## config.mk

```make
export PLATFORM = sky130hd
export DESIGN_NAME = posit_mul
export DESIGN_NICKNAME = d
export VERILOG_FILES = /design/src/rtl/ppu_pkg.sv /design/src/rtl/posit_mul.sv
export SDC_FILE = /design/constraint.sdc
export NUM_CORES = 1
export LEC_CHECK = 0
export ABC_AREA = 1
export BUFFER_PORTS_ARGS = -buffer_cell sky130_fd_sc_hd__buf_2
export CAP_MARGIN = 30
export CORE_MARGIN = 3
export CORE_UTILIZATION = 28
export DETAILED_ROUTE_END_ITERATION = 6
export PLACE_DENSITY = 0.57
export SETUP_SLACK_MARGIN = 0.3
export SLEW_MARGIN = 10
export SYNTH_ARGS = -nofsm -noshare
export SYNTH_HDL_FRONTEND = slang
export SYNTH_SLANG_ARGS = --single-unit
```

## constraint.sdc

```tcl
create_clock -name vclk -period 6.1
set_clock_uncertainty 0.1 [all_clocks]
set_input_delay 0.61 -clock vclk [all_inputs]
set_output_delay 0.61 -clock vclk [all_outputs]
set_load 0.01 [all_outputs]
```

## src/rtl/ppu_pkg.sv

```systemverilog
package ppu_pkg;

  localparam int N  = 8;
  localparam int ES = 1;

  // regime value of an exact product, before clamping to the word
  localparam int K_SIZE         = $clog2(N) + 2;
  localparam int TE_SIZE        = K_SIZE + ES + 1;  // k * 2^ES + exp of a product, signed
  localparam int MANT_SIZE      = N - 3 - ES;       // fraction bits, hidden bit excluded
  localparam int FRAC_FULL_SIZE = 2 * (MANT_SIZE + 1);
  localparam int REG_LEN_SIZE   = $clog2(N) + 1;
  localparam int MANT_LEN_SIZE  = $clog2(N) + 1;    // signed, goes negative past the word end
  localparam int S              = $clog2(FRAC_FULL_SIZE);

  typedef logic [N-1:0] posit_t;

  localparam posit_t POSIT_NAR = {1'b1, {(N - 1){1'b0}}};

  // product of two decoded operands, carried by the first pipeline stage
  typedef struct packed {
    logic                      sign;
    logic                      is_zero;
    logic                      is_nar;
    logic [FRAC_FULL_SIZE-1:0] frac_full;       // left aligned, hidden bit removed
    logic signed [TE_SIZE-1:0] total_exp;
    logic                      frac_truncated;  // a 1 was shifted out during normalization
  } product_t;

  function automatic int min(input int a, input int b);
    if (a < b) begin
      return a;
    end
    return b;
  endfunction

  function automatic int max(input int a, input int b);
    if (a > b) begin
      return a;
    end
    return b;
  endfunction

endpackage : ppu_pkg

```

## src/rtl/posit_mul.sv

```systemverilog
`timescale 1ns/1ps

module posit_mul (
  input  logic                              sign_a,
  input  logic signed [ppu_pkg::K_SIZE-1:0] k_a,
  input  logic [ppu_pkg::ES-1:0]            exp_a,
  input  logic [ppu_pkg::MANT_SIZE:0]       mant_a,
  input  logic                              is_zero_a,
  input  logic                              is_nar_a,
  input  logic                              sign_b,
  input  logic signed [ppu_pkg::K_SIZE-1:0] k_b,
  input  logic [ppu_pkg::ES-1:0]            exp_b,
  input  logic [ppu_pkg::MANT_SIZE:0]       mant_b,
  input  logic                              is_zero_b,
  input  logic                              is_nar_b,
  output ppu_pkg::product_t                 prod
);
  import ppu_pkg::*;

  logic signed [TE_SIZE-1:0] te_a;
  logic signed [TE_SIZE-1:0] te_b;
  logic [FRAC_FULL_SIZE-1:0] mant_prod;
  logic [FRAC_FULL_SIZE-1:0] mant_norm;
  logic                      ovf;

  // k * 2^ES + exp is just k and exp side by side
  assign te_a = {{(TE_SIZE - K_SIZE - ES){k_a[K_SIZE-1]}}, k_a, exp_a};
  assign te_b = {{(TE_SIZE - K_SIZE - ES){k_b[K_SIZE-1]}}, k_b, exp_b};

  assign mant_prod = mant_a * mant_b;
  assign ovf       = mant_prod[FRAC_FULL_SIZE-1];  // product in [2, 4)
  assign mant_norm = ovf ? mant_prod >> 1 : mant_prod;

  always_comb begin
    prod.sign           = sign_a ^ sign_b;
    prod.is_nar         = is_nar_a | is_nar_b;
    prod.is_zero        = ~(is_nar_a | is_nar_b) & (is_zero_a | is_zero_b);
    prod.frac_full      = {mant_norm[FRAC_FULL_SIZE-3:0], 2'b00};
    prod.total_exp      = te_a + te_b + ovf;
    prod.frac_truncated = ovf & mant_prod[0];
  end

endmodule : posit_mul

```

==> results.md <==
Detailed routing:
- The number of DRC violations after detailed-routing iteration 0 is 23.
- The iteration count of the initial detailed-routing pass is 4.
- The residual DRC count is 0.
- Using the TritonRoute via totals, the vias-per-cell ratio works out to around 4.3.
- After detailed routing, the average wire length per cell comes to 9.01 um.
- The total length of routed wires is 2.64 mm.
- The final route contains 1,249 vias.
- The count of nets left with antenna violations after detail routing is 0.

Floorplan:
- The count of boundary I/O pins is just under 50.
- The floorplan die height is 72.5 um.
- For this configuration, the core starts out at a cell density of between 20 and 30%.
- After floorplanning, the core was divided into 23 placement rows.
- The core region is 0.00414 mm2.
- The floorplan step defined a die boundary enclosing 0.00526 mm2.
- The floorplan die width is between 70 and 80 um.

Timing:
- The portion of the clock cycle consumed by the worst path in the final layout is 90.7%.
- Static timing analysis puts the maximum clock frequency at roughly 180 MHz.
- Setup violations remaining at the end of the flow were counted as 0.
- The minimum clock period is 5.53 ns.
- The number of hold violations in the final report is 0.
- The setup TNS is 0 ns.
- The number of slew-limit violations in the final report came to 0.
- Setup repair after global routing left no endpoint under its margin.

Logic synthesis:
- Sequential cells were found to cover 0% of the synthesized design area.
- The top-area cell type share of the netlist area is 23.2%.
- Sorting the synthesized cells by area gives the leading types as ha_1, nand2_1, fa_1.
- Counting instances in the post-synthesis netlist gives the leading cell types as nand2_1, inv_1, ha_1.
- In the post-synthesis netlist, the cell with the most instances is nand2_1.
- The post-synthesis cell area is 0.00124 mm2.
- The most area-hungry cell type in the Yosys netlist is ha_1.
- In the synthesized netlist, the number of instances is roughly 200.
- The distinct cell type count after synthesis is 21.
- The number of warnings printed during yosys synthesis is 0.
- After synthesis, the mean cell area works out to about 6.3 um2.

Place:
- The wire-length estimate of the detail-placed layout is 2.43 mm.
- The port buffer count is 47.
- At the end of routability-driven placement, the weighted congestion stood at 0.806.

Worst setup path:
- The capturing instance or port of the critical path is prod[7].
- The worst setup path is captured at an output pin.
- The arrival time of the worst setup path is 4.82 ns.
- The category of the critical setup timing path is input port to output pin.
- The critical path required time is 5.39 ns.
- In this run the worst setup path begins at mant_a[0].
- The worst setup path is launched from an input port.
- Of all nets on the critical path, the largest fanout is 10.

Finish:
- The number of inserted diodes is 0.
- The final layout contains 307 nets.
- The post-synthesis to final-layout area growth is 23.1%.
- The count of flip-flops and latches is 0.
- The clock tree buffer count of the final layout is 0.
- The sequential cell area is 0 um2.
- The layout cell share with drive strength beyond 1 is 24.3%.

Global route:
- The number of global-route vias before repair is 1,246.
- The first global-routing pass estimated 4.79 mm of wire.
- Summed over all layers, the global routing overflow is 0.
- The pin count of the biggest net entering global routing is 11.
- The initial antenna violation count is 0.
- Across every metal layer, demand over resource in global routing totals about a tenth.

Flow run:
- The total of max-cap violations is 0.

Outcome:
- The run finished with clean final reports.

Min path:
- The worst hold path class is input port to output pin.

CTS:
- The number of gates resized after cts is 0.
- The post-CTS repair timing setup buffer count is 0.
- The number of hold buffers added after CTS is 0.

Pwr:
- The peak supply drop is 0.0583 mV.
- The leakage component of the power is 1.04 nW.
- Power spread over the standard cell area amounts to 138 mW/mm2.
- The design draws 0.211 mW.
## power by group
part | switching [mW] | internal, mW | total (mW) | leakage (nW)
Sequential | 0 | 0 | 0 | 0
Clock | 0 | 0 | 0 | 0
Combinational | 0.120 | 0.0909 | 0.211 | 1.04
Total | 0.120 | 0.0909 | 0.211 | 1.04
## worst min path at each step
| stage | to | cells after the start | start | slack [ns] |
|---|---|---|---|---|
| final | prod[20] | 3 | sign_a | 1.39 |
| after global routing | prod[20] | 3 | sign_a | 1.40 |
| after CTS | prod[20] | 3 | sign_a | 1.39 |
| after detailed placement | prod[20] | 3 | sign_a | 1.39 |
| after global placement | prod[20] | 3 | sign_a | 1.38 |
| after floorplan | prod[20] | 1 | sign_a | 1.20 |
## layout by cell type, fill, tap and decap left out, drive strengths merged
cell type and count:
a21oi 4, buf 47, conb 2, fa 11, ha 23, inv 47, nand2 81, nand3 5
nand3b 2, nand4 1, nor2 6, o21ai 3, or2 3, xnor2 3, xor2 5
## kinds of logic (layout without fill, tap and decap cells)
| family | count (synthesis) | after routing | synth area share, % |
|---|---|---|---|
| simple gates | 98 | 98 | 34.4 |
| compound gates | 7 | 7 | 3.13 |
| xor+xnor | 8 | 8 | 5.66 |
| fa+ha+maj | 34 | 34 | 41.0 |
| buf+inv | 49 | 94 | 15.5 |
| other cells | 1 | 2 | 0.303 |
## per-layer routing
layer / share of wire, % / wire length [um] / track usage (%)
met1: 46 / 1210 / 13.8
met5: 0 / 0 / 0
met2: 46 / 1220 / 19.5
met3: 7.8 / 207 / 1.39
met4: 0 / 0 / 0.205
## critical path, stage by stage
cell and delay (ns):
buf_2 0.12, nand2_1 0.08, fa_1 0.51, fa_1 0.53, fa_1 0.55, inv_1 0.04, ha_1 0.32, or2_4 0.25
nand3_2 0.10, nand2_2 0.07, nand2_2 0.09, nand2_4 0.09, fa_1 0.40, fa_1 0.41, o21ai_0 0.28, nand2_1 0.08
nand4_1 0.07, o21ai_0 0.07, buf_2 0.14
## layout make-up
cell class                 count  area, um2
multi-input combinational    149       1050
inverter                      47        176
tap                           50       62.6
timing repair buffer          47        235
fill                         464       2620
## stage by stage
stage,setup slack (ns),std cells,cell area [um2],hold WS (ns),utilization (%)
6_report,0.568,293,1530,1.39,36.8
2_1_floorplan,0.949,198,1240,1.20,-
3_5_place_dp,0.551,293,1530,1.39,36.8
4_1_cts,0.534,293,1530,1.39,36.8
3_3_place_gp,0.595,293,1530,1.38,36.8
5_1_grt,0.334,293,1530,1.40,36.8
Note: power is estimated with default switching activity, not from simulation.
